<file path="src/source/cachePkg.sv">
// cache shared definitions
`default_nettype none

package cachePkg;

	////////////////////////////////////////////////////////////
	// geometry
	////////////////////////////////////////////////////////////

	localparam int AddrWidth    = 32;  // 68k byte address
	localparam int DataWidth    = 16;  // bus and cache word
	localparam int IndexWidth   = 5;   // 32 lines
	localparam int WordSelWidth = 3;   // 8 words per line
	localparam int TagWidth     = 23;  // address bits 31..9
	localparam int NumLines     = 32;
	localparam int LineWords    = 8;
	localparam int CasLatency   = 2;   // clocks from read CAS to first word

	// address field boundaries, bit 0 is the byte within a word
	localparam int WordLsb  = 1;
	localparam int IndexLsb = WordLsb + WordSelWidth;   // bit 4
	localparam int TagLsb   = IndexLsb + IndexWidth;    // bit 9

	////////////////////////////////////////////////////////////
	// enums
	////////////////////////////////////////////////////////////

	// sequencer states
	typedef enum logic [2:0] {
		stResetSweep,   // one settle cycle out of reset
		stInvalidate,   // clear one valid bit per clock
		stIdle,
		stLookup,       // registered tag compare
		stHitHold,      // data from the line, dtack until AS rises
		stFill,         // burst from dram into the line
		stFillHold,     // filled, hand the word to the 68k
		stWrite         // write-through to dram
	} seqStateT;

	// what the dram port is asked to do
	typedef enum logic [1:0] {
		opNone,
		opFill,         // line-aligned burst read
		opWrite         // single word write
	} dramOpT;

	////////////////////////////////////////////////////////////
	// structs
	////////////////////////////////////////////////////////////

	// 68k access as seen on the pins, active high
	typedef struct packed {
		logic                 active;       // AS low and dram selected
		logic                 write;
		logic                 upperStrobe;  // bits 15..8
		logic                 lowerStrobe;  // bits 7..0
		logic [AddrWidth-1:0] address;
		logic [DataWidth-1:0] writeData;
	} cpuReqT;

	// one write into the line store, each enable a single-cycle strobe
	typedef struct packed {
		logic                    tagWrite;
		logic                    validWrite;
		logic                    validValue;
		logic                    dataWrite;
		logic [IndexWidth-1:0]   index;
		logic [WordSelWidth-1:0] wordSel;
		logic [TagWidth-1:0]     tag;
		logic [DataWidth-1:0]    data;
	} storeWriteT;

	// one burst word captured from dram
	typedef struct packed {
		logic                    strobe;
		logic [WordSelWidth-1:0] wordSel;
		logic [DataWidth-1:0]    data;
	} fillWordT;

endpackage

`default_nettype wire
</file>
<file path="src/source/m68kCache.sv">
// 68k read cache top level
`default_nettype none

module m68kCache (
	input  wire logic                              Clock,
	input  wire logic                              Reset_L,
	// 68k side
	input  wire logic                              AS_L,
	input  wire logic                              dramSelect68k,
	input  wire logic                              WE_L,
	input  wire logic                              UDS_L,
	input  wire logic                              LDS_L,
	input  wire logic [cachePkg::AddrWidth-1:0]    address68k,
	input  wire logic [cachePkg::DataWidth-1:0]    writeData68k,
	output wire logic [cachePkg::DataWidth-1:0]    readData68k,
	output wire logic                              dtack_L,
	// dram controller side
	input  wire logic                              cas_L,
	input  wire logic                              ras_L,
	input  wire logic                              dramDtack_L,
	input  wire logic [cachePkg::DataWidth-1:0]    dramReadData,
	output wire logic                              dramSelect_L,
	output wire logic                              dramWe_L,
	output wire logic                              dramAs_L,
	output wire logic                              dramUds_L,
	output wire logic                              dramLds_L,
	output wire logic [cachePkg::AddrWidth-1:0]    dramAddress,
	output wire logic [cachePkg::DataWidth-1:0]    dramWriteData
);

	import cachePkg::*;

	cpuReqT                  request;
	storeWriteT              storeWrite;
	dramOpT                  dramOp;
	fillWordT                fillWord;
	logic                    fillDone;
	logic                    writeDtack;
	logic                    hit;
	logic                    lineValid;
	logic [WordSelWidth-1:0] readWordSel;

	// pins to active-high request
	always_comb begin
		request.active      = !AS_L && dramSelect68k;
		request.write       = !WE_L;
		request.upperStrobe = !UDS_L;
		request.lowerStrobe = !LDS_L;
		request.address     = address68k;
		request.writeData   = writeData68k;
	end

	cacheSequencer cacheSequencer_i (
		.Clock       (Clock),
		.Reset_L     (Reset_L),
		.request     (request),
		.hit         (hit),
		.lineValid   (lineValid),
		.fillWord    (fillWord),
		.fillDone    (fillDone),
		.writeDtack  (writeDtack),
		.storeWrite  (storeWrite),
		.dramOp      (dramOp),
		.dtack_L     (dtack_L),
		.readWordSel (readWordSel)
	);

	lineStore lineStore_i (
		.Clock         (Clock),
		.Reset_L       (Reset_L),
		.lookupAddress (request.address),
		.storeWrite    (storeWrite),
		.readWordSel   (readWordSel),
		.hit           (hit),
		.lineValid     (lineValid),
		.readData      (readData68k)   // straight onto the 68k data bus
	);

	dramBurstPort dramBurstPort_i (
		.Clock         (Clock),
		.Reset_L       (Reset_L),
		.request       (request),
		.dramOp        (dramOp),
		.cas_L         (cas_L),
		.ras_L         (ras_L),
		.dramDtack_L   (dramDtack_L),
		.dramReadData  (dramReadData),
		.dramSelect_L  (dramSelect_L),
		.dramWe_L      (dramWe_L),
		.dramAs_L      (dramAs_L),
		.dramUds_L     (dramUds_L),
		.dramLds_L     (dramLds_L),
		.dramAddress   (dramAddress),
		.dramWriteData (dramWriteData),
		.fillWord      (fillWord),
		.fillDone      (fillDone),
		.writeDtack    (writeDtack)
	);

endmodule

`default_nettype wire

</file>
<file path="src/source/cacheSequencer.sv">
// cache controller sequencer
`default_nettype none

module cacheSequencer (
	input  wire logic                                  Clock,
	input  wire logic                                  Reset_L,
	input  wire cachePkg::cpuReqT                      request,
	input  wire logic                                  hit,
	input  wire logic                                  lineValid,
	input  wire cachePkg::fillWordT                    fillWord,
	input  wire logic                                  fillDone,
	input  wire logic                                  writeDtack,
	output cachePkg::storeWriteT                       storeWrite,
	output cachePkg::dramOpT                           dramOp,
	output logic                                       dtack_L,
	output logic [cachePkg::WordSelWidth-1:0]          readWordSel
);

	import cachePkg::*;

	seqStateT              state;
	seqStateT              nextState;
	logic [IndexWidth-1:0] sweepIndex;    // line being invalidated
	logic                  holdDtack_L;   // registered dtack for read data
	logic                  lastLine;

	assign lastLine = (sweepIndex == IndexWidth'(NumLines - 1));

	////////////////////////////////////////////////////////////
	// state and sweep registers
	////////////////////////////////////////////////////////////

	always_ff @(posedge Clock or negedge Reset_L) begin
		if (!Reset_L) begin
			state       <= stResetSweep;
			sweepIndex  <= '0;
			holdDtack_L <= 1'b1;
		end else begin
			state <= nextState;

			if (state == stInvalidate) begin
				sweepIndex <= sweepIndex + 1'b1;   // wraps back to 0 after the last line
			end else begin
				sweepIndex <= '0;
			end

			// read data sits on the bus a full cycle before dtack falls
			holdDtack_L <= !(((state == stHitHold) || (state == stFillHold)) && request.active);
		end
	end

	////////////////////////////////////////////////////////////
	// next state
	////////////////////////////////////////////////////////////

	always_comb begin
		nextState = state;
		unique case (state)
			stResetSweep: nextState = stInvalidate;
			stInvalidate: begin
				if (lastLine) begin
					nextState = stIdle;
				end
			end
			stIdle: begin
				if (request.active) begin
					nextState = request.write ? stWrite : stLookup;
				end
			end
			stLookup: nextState = hit ? stHitHold : stFill;   // tag reg loaded on Idle's edge
			stFill: begin
				if (fillDone) begin
					nextState = stFillHold;
				end
			end
			stHitHold, stFillHold, stWrite: begin
				if (!request.active) begin
					nextState = stIdle;   // 68k ended the bus cycle
				end
			end
			default: nextState = stResetSweep;
		endcase
	end

	////////////////////////////////////////////////////////////
	// store writes, dram op, read word select
	////////////////////////////////////////////////////////////

	always_comb begin
		storeWrite         = '0;
		storeWrite.index   = request.address[TagLsb-1:IndexLsb];
		storeWrite.tag     = request.address[AddrWidth-1:TagLsb];
		storeWrite.wordSel = fillWord.wordSel;  // burst word position
		storeWrite.data    = fillWord.data;
		dramOp             = opNone;
		readWordSel        = '0;

		case (state)
			stInvalidate: begin
				storeWrite.index      = sweepIndex;
				storeWrite.validWrite = 1'b1;     // validValue stays 0
			end
			stLookup: begin
				if (!hit) begin
					// miss claims the line before the burst
					storeWrite.tagWrite   = 1'b1;
					storeWrite.validWrite = 1'b1;
					storeWrite.validValue = 1'b1;
				end
			end
			stFill: begin
				dramOp               = opFill;
				storeWrite.dataWrite = fillWord.strobe;   // one word per strobe
			end
			stHitHold, stFillHold: begin
				readWordSel = request.address[IndexLsb-1:WordLsb];
			end
			stWrite: begin
				dramOp                = opWrite;
				storeWrite.validWrite = lineValid;   // no allocate, drop a stale line
			end
			default: ;
		endcase
	end

	// writes hand the dram controller's dtack straight through
	assign dtack_L = (state == stWrite) ? !writeDtack : holdDtack_L;

	////////////////////////////////////////////////////////////
	// checks
	////////////////////////////////////////////////////////////

	sweepNoDtack: assert property (@(posedge Clock) disable iff (!Reset_L)
		(state inside {stResetSweep, stInvalidate}) |-> dtack_L)
		else $error("dtack during invalidate sweep");

	// the burst port stays quiet for the whole write
	writeNoFill: assert property (@(posedge Clock) disable iff (!Reset_L)
		(state == stWrite) |-> (!fillWord.strobe && !fillDone))
		else $error("fill burst during a write");

endmodule

`default_nettype wire

</file>
<file path="src/source/dramBurstPort.sv">
// dram controller burst port
`default_nettype none

module dramBurstPort (
	input  wire logic                              Clock,
	input  wire logic                              Reset_L,
	input  wire cachePkg::cpuReqT                  request,
	input  wire cachePkg::dramOpT                  dramOp,
	input  wire logic                              cas_L,
	input  wire logic                              ras_L,
	input  wire logic                              dramDtack_L,
	input  wire logic [cachePkg::DataWidth-1:0]    dramReadData,
	output logic                                   dramSelect_L,
	output logic                                   dramWe_L,
	output logic                                   dramAs_L,
	output logic                                   dramUds_L,
	output logic                                   dramLds_L,
	output logic [cachePkg::AddrWidth-1:0]         dramAddress,
	output logic [cachePkg::DataWidth-1:0]         dramWriteData,
	output cachePkg::fillWordT                     fillWord,
	output logic                                   fillDone,
	output logic                                   writeDtack
);

	import cachePkg::*;

	typedef enum logic [1:0] {
		bpWaitCas,    // fill requested, no read CAS yet
		bpLatency,    // counting CAS latency
		bpBurst,      // one word per clock
		bpDone        // fillDone pulse
	} burstStateT;

	burstStateT              burstState;
	logic [WordSelWidth-1:0] count;     // latency count, then burst word
	logic                    readCas;

	// refresh drops CAS with RAS low, a read has RAS high
	assign readCas = !cas_L && ras_L;

	////////////////////////////////////////////////////////////
	// dram controller pins
	////////////////////////////////////////////////////////////

	always_comb begin
		dramSelect_L  = 1'b1;
		dramWe_L      = 1'b1;
		dramAs_L      = 1'b1;
		dramUds_L     = 1'b1;
		dramLds_L     = 1'b1;
		dramAddress   = {request.address[AddrWidth-1:WordLsb], 1'b0};  // word address
		dramWriteData = request.writeData;

		case (dramOp)
			opFill: begin
				dramSelect_L = 1'b0;
				dramAs_L     = 1'b0;
				dramUds_L    = 1'b0;   // whole word even for a byte read
				dramLds_L    = 1'b0;
				dramAddress  = {request.address[AddrWidth-1:IndexLsb], {IndexLsb{1'b0}}};
			end
			opWrite: begin
				dramSelect_L = 1'b0;
				dramWe_L     = 1'b0;
				dramAs_L     = 1'b0;
				dramUds_L    = !request.upperStrobe;   // 68k byte lanes as given
				dramLds_L    = !request.lowerStrobe;
			end
			default: ;
		endcase
	end

	////////////////////////////////////////////////////////////
	// burst timing
	////////////////////////////////////////////////////////////

	// CAS seen at edge 0, latency over at edge 2, words captured at edges 3..10
	always_ff @(posedge Clock or negedge Reset_L) begin
		if (!Reset_L) begin
			burstState <= bpWaitCas;
			count      <= '0;
		end else begin
			unique case (burstState)
				bpWaitCas: begin
					count <= '0;
					if ((dramOp == opFill) && readCas) begin
						burstState <= bpLatency;
					end
				end
				bpLatency: begin
					if (count == WordSelWidth'(CasLatency - 1)) begin
						count      <= '0;
						burstState <= bpBurst;
					end else begin
						count <= count + 1'b1;
					end
				end
				bpBurst: begin
					count <= count + 1'b1;   // wraps to 0 after the last word
					if (count == WordSelWidth'(LineWords - 1)) begin
						burstState <= bpDone;
					end
				end
				bpDone: burstState <= bpWaitCas;
				default: burstState <= bpWaitCas;
			endcase
		end
	end

	always_comb begin
		fillWord.strobe  = (burstState == bpBurst);
		fillWord.wordSel = count;
		fillWord.data    = dramReadData;   // stored at the end of the cycle
	end

	assign fillDone   = (burstState == bpDone);
	assign writeDtack = !dramDtack_L;

	// a fill is exactly one line, then fillDone
	oneLinePerFill: assert property (@(posedge Clock) disable iff (!Reset_L)
		$rose(fillWord.strobe) |-> fillWord.strobe [*LineWords] ##1 (!fillWord.strobe && fillDone))
		else $error("burst strobe count is not one line");

endmodule

`default_nettype wire

</file>
<file path="src/source/lineStore.sv">
// tag, valid and data arrays
`default_nettype none

module lineStore (
	input  wire logic                                 Clock,
	input  wire logic                                 Reset_L,
	input  wire logic [cachePkg::AddrWidth-1:0]       lookupAddress,
	input  wire cachePkg::storeWriteT                 storeWrite,
	input  wire logic [cachePkg::WordSelWidth-1:0]    readWordSel,
	output logic                                      hit,
	output logic                                      lineValid,
	output logic [cachePkg::DataWidth-1:0]            readData
);

	import cachePkg::*;

	logic [TagWidth-1:0]  tagArray  [NumLines];
	logic [NumLines-1:0]  validBits;                      // cleared by the sweep
	logic [DataWidth-1:0] dataArray [NumLines][LineWords];

	logic [IndexWidth-1:0] lookupIndex;   // registered request line
	logic [TagWidth-1:0]   lookupTag;     // registered request tag

	////////////////////////////////////////////////////////////
	// lookup register
	////////////////////////////////////////////////////////////

	// follows the bus every clock, hit is good one cycle later
	always_ff @(posedge Clock or negedge Reset_L) begin
		if (!Reset_L) begin
			lookupIndex <= '0;
			lookupTag   <= '0;
		end else begin
			lookupIndex <= lookupAddress[TagLsb-1:IndexLsb];
			lookupTag   <= lookupAddress[AddrWidth-1:TagLsb];
		end
	end

	////////////////////////////////////////////////////////////
	// array writes
	////////////////////////////////////////////////////////////

	always_ff @(posedge Clock) begin
		if (storeWrite.tagWrite) begin
			tagArray[storeWrite.index] <= storeWrite.tag;
		end
		if (storeWrite.validWrite) begin
			validBits[storeWrite.index] <= storeWrite.validValue;
		end
		if (storeWrite.dataWrite) begin
			dataArray[storeWrite.index][storeWrite.wordSel] <= storeWrite.data;
		end
	end

	////////////////////////////////////////////////////////////
	// compare and read
	////////////////////////////////////////////////////////////

	assign lineValid = validBits[lookupIndex];
	assign hit       = lineValid && (tagArray[lookupIndex] == lookupTag);
	assign readData  = dataArray[lookupIndex][readWordSel];   // async read for the 68k

	// burst data must never land in a line that is being dropped
	noFillIntoInvalidate: assert property (@(posedge Clock) disable iff (!Reset_L)
		storeWrite.dataWrite |-> !(storeWrite.validWrite && !storeWrite.validValue))
		else $error("data write while clearing the line");

endmodule

`default_nettype wire

</file>
<file path="config.mk">
export PLATFORM = sky130hd
export DESIGN_NAME = m68kCache
export DESIGN_NICKNAME = d
export VERILOG_FILES = /design/src/source/cachePkg.sv /design/src/source/m68kCache.sv /design/src/source/cacheSequencer.sv /design/src/source/dramBurstPort.sv /design/src/source/lineStore.sv
export SDC_FILE = /design/constraint.sdc
export NUM_CORES = 2
export LEC_CHECK = 0
export BUFFER_PORTS_ARGS = -buffer_cell sky130_fd_sc_hd__buf_2
export CELL_PAD_IN_SITES_DETAIL_PLACEMENT = 1
export CELL_PAD_IN_SITES_GLOBAL_PLACEMENT = 2
export CORE_MARGIN = 10
export CORE_UTILIZATION = 56
export DETAILED_ROUTE_END_ITERATION = 10
export PLACE_DENSITY_LB_ADDON = 0.05
export SLEW_MARGIN = 20
export SYNTH_ARGS = -nofsm -noshare
export SYNTH_HDL_FRONTEND = slang
export SYNTH_HIERARCHICAL = 1
export SYNTH_MEMORY_MAX_BITS = 65536
export SYNTH_SLANG_ARGS = --single-unit
</file>
<file path="constraint.sdc">
create_clock -name Clock -period 14.05 [get_ports Clock]
set_input_delay 1.405 -clock Clock [delete_from_list [all_inputs] [get_ports Clock]]
set_output_delay 1.405 -clock Clock [all_outputs]
set_load 0.005 [all_outputs]
</file>
# Word-level counts from Yosys, hierarchy flattened
# Memory sizes are Yosys's and may differ from the RTL's.
# Index checks and enable logic that the tools add are counted.
# Widths: inputs -> output; s select.
# op_classes
addsub	2
order_cmp	6
n_eq_ne	23
n_mux	42
n_bitwise	2
n_reduce_logical	19
# op_table
operator	n
$mux 128	1
$bmux 16 s3	1
$demux 16 s3	1
$mux 16	3
$bwmux 32	1
$mux 3	8
$eq 23x23->1	1
$pmux 3 s6	1
$eq 3x3->1 const B	5
$lt 5x6->1 const B	2
$mux 1	12
$ne 2x1->1 const B	6
$mux 5	2
$pmux 3 s3	1
$ge 4x4->1 const B	2
$not 3->4	2
$pmux 2 s4	1
$logic_and 1x1->1	7
$eq 2x2->1 const B	3
$eq 3x1->1 const B	2
$eq 3x2->1 const B	2
$mux 2	3
$add 5x1->5 const B	1
$bmux 1 s5	1
20 further kinds	25
# word_totals
reg_bits	74
mem_bits_rw	4832
out_inout_bits	70
word_cells	104
memories	2
# memory_table
memory	depth	word_bits	read_ports	rd_clocked_by_memory_dff	wr	line	rtl
lineStore_i.dataArray	32	128	1	0	1	lineStore.sv:19	logic [DataWidth-1:0] dataArray [NumLines][LineWords];
lineStore_i.tagArray	32	23	1	0	1	lineStore.sv:17	logic [TagWidth-1:0] tagArray [NumLines];

# Depth between registers and ports, before layout
# depth
depth_word	7
depth_mapped	19

# Cells and area by module
# Netlist, hierarchy kept.
# modules_own_cells
mod	instances	cells_per_inst	area_each_um2	seq_area_each_um2
lineStore	1	7575	186731.6	146760.8
cacheSequencer	1	100	893.4	226.5
dramBurstPort	1	107	888.4	125.1
m68kCache	1	4	25.0	0.0

# Worst setup path before layout
# OpenSTA, ideal clock, no wires.
# synth_timing
kind	register to register
start	register lineStore_i.lookupIndex[0]
end	memory lineStore_i.tagArray[0][0] (enable)
arrival_ps	5419
required_ps	13647
path_slack_ps	8228
path_stages_with_launch	16
n_path_buf	7
cell_sequence	dfrtp_1 -> buf_2 -> buf_2 -> buf_4 -> buf_2 -> buf_2 -> mux4_2 -> a31oi_1 -> xor2_1 -> o221ai_1 -> nor4_1 -> nor3_1 -> buf_4 -> inv_1 -> clkbuf_1 -> nor2_1
# synth_lines
item	line	rtl
from (decl)	lineStore.sv:21	logic [IndexWidth-1:0] lookupIndex;
from (signal assigned)	lineStore.sv:34	lookupIndex <= lookupAddress[TagLsb-1:IndexLsb];
to (decl)	lineStore.sv:17	

# Worst setup path after layout
# layout_timing
start	register lineStore_i.lookupIndex[1]
end	output readData68k[13] in the netlist's numbering
# layout_via
elab_chain_len	4
# layout_lines
item	line	rtl
$mem_v2 32x128	n/a	
$bmux 16 s3	lineStore.sv:61	assign readData = dataArray[lookupIndex][readWordSel];
$mux 16 (not written as such) (2 in series)	lineStore.sv:61	
to (decl)	m68kCache.sv:15	output wire logic [cachePkg::DataWidth-1:0] readData68k,
# No other way between the ends. The select of a mux whose other input is x is not followed.

==> flow_summary_export.csv <==
group,metric,value,unit
hold_path,hold_start,"cacheSequencer_i/sweepIndex[0]$_DFF_PN0_",
routing,drtIter0Drc,12200,
sta,period_needed,8.49,ns
cells_and_area,final_common_cell,"edfxtp_1",
job,drv_cap,0,
setup_path,cp-end-kind,"output port",
clocking,clk_path_buf_depth,4,
clocking,postCtsSetupBuffers,0,
clocking,cts_htree_levels,5,
routing,routedWlPerCell,37.2,um
synthesis,synthesis.area,189000,um2
synthesis,synth.ff_latch_count,4906,
sta,worstMarginPinSlew,1.23,ns
synthesis,synth_xor_area_share,0.111,%
synthesis,synth-seq-area-share,78.0,%
power_and_ir_drop,leakage,65.8,nW
power_and_ir_drop,power.density,146,nW/um2
sta,slew_headroom,18.0,%
sta,worst_hold_slack,0.501,ns
sta,post-route-worst-setup-slack,5.56,ns
sta,finalMaxSlewViolations,0,
clocking,cts.sinks,4906,
cells_and_area,stdcell_count,13200,
synthesis,synth_flop_cell,"edfxtp_1",
routing,drc,0,
place,dpl.hpwl,275,mm
setup_path,rr_worst_depth,18,
synthesis,synth_cell_types,63,
routing,detail-route-antenna-nets,0,
synthesis,synth-compound-area-share,0.554,%
setup_path,worst-setup-path-type,"register to output port",
place,placed_cells,12300,
routing,first_pass_iters,6,
floorplanning,ios,144,
global_route,grt_max_degree,154,
global_route,grt_pass1_wl,696,mm
cells_and_area,final_cell_mix,"edfxtp_1 (4864), mux4_2 (1516), clkbuf_16 (488), buf_4 (354), nor2_1 (160)",
cells_and_area,layout-area-overhead-vs-synth,12.4,%
synthesis,synth.avg_cell_area,24.2,um2
synthesis,synth-simple-area-share,1.25,%
place,port-buffer-count,109,
clocking,ctsHoldBuffers,0,
sta,fin_worst_skew,0.0284,ns
global_route,grt_pass1_vias,90000,
place,place_congestion,0.780,
sta,finalHoldViolCount,0,
setup_path,r2r_start,"lineStore_i/lookupIndex[1]$_DFF_PN0_",
floorplanning,die_height,600,um
synthesis,synthAdderAreaFrac,0.0796,%
setup_path,crit_fanout,60,
routing,wl,491,mm
synthesis,netlist_instances,7786,
synthesis,synth_top_family_by_area,"multiplexers",
floorplanning,initial_core_util,56.4,%
place,pre_cts_ws,6.53,ns
global_route,gr-total-overflow,0,
synthesis,muxShareOfSynthArea,18.6,%
floorplanning,die_x,600,um
floorplanning,dieArea,360000,um2
setup_path,arrival,7.09,ns
global_route,antenna_found_initial,26,
clocking,cts_tree,"yes",
sta,fin_tns_setup,0,ns
setup_path,reg2reg_to,"lineStore_i/tagArray[25][14]$_DFFE_PP_",
sta,rsz0062_at_grt,"no",
power_and_ir_drop,vdd_ir_drop_max,0.000138,V
synthesis,synthesis.nets,7872,
global_route,track_usage,27.3,%
cells_and_area,final_net_count,8338,
outcome,status,"finished, final reports clean",
clocking,clkSlewWorstSetupHoldPaths,0.06,ns
clocking,numCtsBuffers,483,
floorplanning,fp-row-count,212,
clocking,insertion_delay,1.00,ns
routing,viasPerCell,6.60,
floorplanning,core-area,334000,um2
sta,timing.fmax,118,MHz
sta,period_share,60.5,%
synthesis,synth-edff-count,4864,
sta,setup_violations,0,
synthesis,synth_warnings,6,
synthesis,async_reset_ff_share,0.856,%
clocking,root_buffer,"clkbuf_16",
setup_path,critPathCapture,"readData68k[13]",
hold_path,hp-class,"register to register",
routing,vias,87000,
setup_path,start_kind,"register",
setup_path,cp-startpoint,"lineStore_i/lookupIndex[1]$_DFF_PN0_",
cells_and_area,drive_gt1_share,33.9,%
clocking,ctsResizeCount,0,
setup_path,cp.required,12.65,ns
setup_path,rrSetupSlack,6.82,ns
==> power breakdown <==
| part | leakage, nW | switching, mW | internal [mW] |
|---|---|---|---|
| sequential | 44.2 | 0.0485 | 16.2 |
| combinational | 14.0 | 1.36 | 0.665 |
| clock | 7.64 | 5.46 | 7.29 |
==> per-layer routing <==
metal  global-route usage (%)  wire length (um)  vias to the layer above  share of wire (%)
met5                        0                28                        -             0.0057
met4                     8.01             16100                        4                3.3
met3                     4.47             40200                      721                8.2
met2                     42.7            236000                     3985                 48
met1                     40.5            199000                    47900                 41
li1                         -                 -                    34300                  -
==> synth_stat cells, types with 5 or more instances <==
master,instances,share of area [%]
and2_1,10,0.033
xnor2_1,10,0.046
dfrtp_1,41,0.54
a31oi_1,6,0.020
buf_4,117,0.47
o21ai_0,11,0.029
edfxtp_1,4864,77
mux2_2,12,0.072
a22oi_1,38,0.15
mux2i_1,72,0.38
buf_1,77,0.15
o22ai_1,20,0.066
and3_1,13,0.043
inv_1,21,0.042
o221ai_1,12,0.056
nand4_1,5,0.017
nand3_1,12,0.032
mux4_2,1516,18
nand2b_1,7,0.023
ha_1,12,0.080
o31ai_1,5,0.020
a32oi_1,6,0.028
clkbuf_1,188,0.37
nor2_1,345,0.69
a211oi_1,6,0.024
nand2_1,123,0.24
xor2_1,14,0.065
buf_2,129,0.34
a21oi_1,17,0.045
nor2b_1,16,0.053
==> through the flow <==
stage | power, mW | area [um2] | utilization (%)
floorplan | 17.6 | 189000 | -
global placement | 18.5 | 196000 | 58.6
detailed placement | 18.6 | 196000 | 58.7
CTS | 31.2 | 212000 | 63.3
global route | 31.9 | 212000 | 63.4
finish | 31.0 | 212000 | 63.4
==> cell families after synthesis <==
| kind of cell | count (synthesis) |
|---|---|
| XOR/XNOR | 24 |
| adder cells (fa/ha/maj) | 12 |
| AND/OR/NAND/NOR | 558 |
| buffers and inverters | 539 |
| multiplexers | 1601 |
| other | 1 |
| AO/OA/AOI/OAI | 145 |
| flip-flops | 4906 |
==> worst max-delay path, stage by stage, from the launching register on <==
cell     delay [ns]
dfrtp_4        1.06
buf_4          0.61
buf_4          0.67
buf_4          0.83
mux4_2         0.42
mux4_2         0.61
mux4_2         0.49
a22oi_1        0.69
nand2_1        0.33
buf_2          0.24
==> how the worst min path moves through the flow <==
stage | end | slack (ns) | cells after the start
after CTS | cacheSequencer_i/sweepIndex[0]$_DFF_PN0_ | 0.50 | 1
after detailed placement | cacheSequencer_i/sweepIndex[0]$_DFF_PN0_ | 0.49 | 1
after floorplan | cacheSequencer_i/sweepIndex[0]$_DFF_PN0_ | 0.45 | 1
after global routing | cacheSequencer_i/sweepIndex[0]$_DFF_PN0_ | 0.53 | 1
final | cacheSequencer_i/sweepIndex[0]$_DFF_PN0_ | 0.50 | 1
after global placement | cacheSequencer_i/sweepIndex[0]$_DFF_PN0_ | 0.47 | 1
==> registers in the layout (all words and copies together), names as in the netlist <==
register,cells
lineStore_i/dataArray,4096
lineStore_i/tagArray,736
lineStore_i/validBits,32
lineStore_i/lookupTag,23
cacheSequencer_i/sweepIndex,5
lineStore_i/lookupIndex,5
cacheSequencer_i/state,3
dramBurstPort_i/count,3
dramBurstPort_i/burstState,2
cacheSequencer_i/holdDtack_L,1
==> area by class of cell <==
class | count | area, um2
Antenna cell | 21 | 52.6
Tap cell | 4494 | 5620
Inverter | 24 | 97.6
Multi-Input combinational cell | 2341 | 39600
Clock buffer | 574 | 12600
Clock inverter | 325 | 2980
Fill cell | 25900 | 123000
Timing Repair Buffer | 496 | 3940
Sequential cell | 4906 | 147000
(Power assumes the default switching activity.)
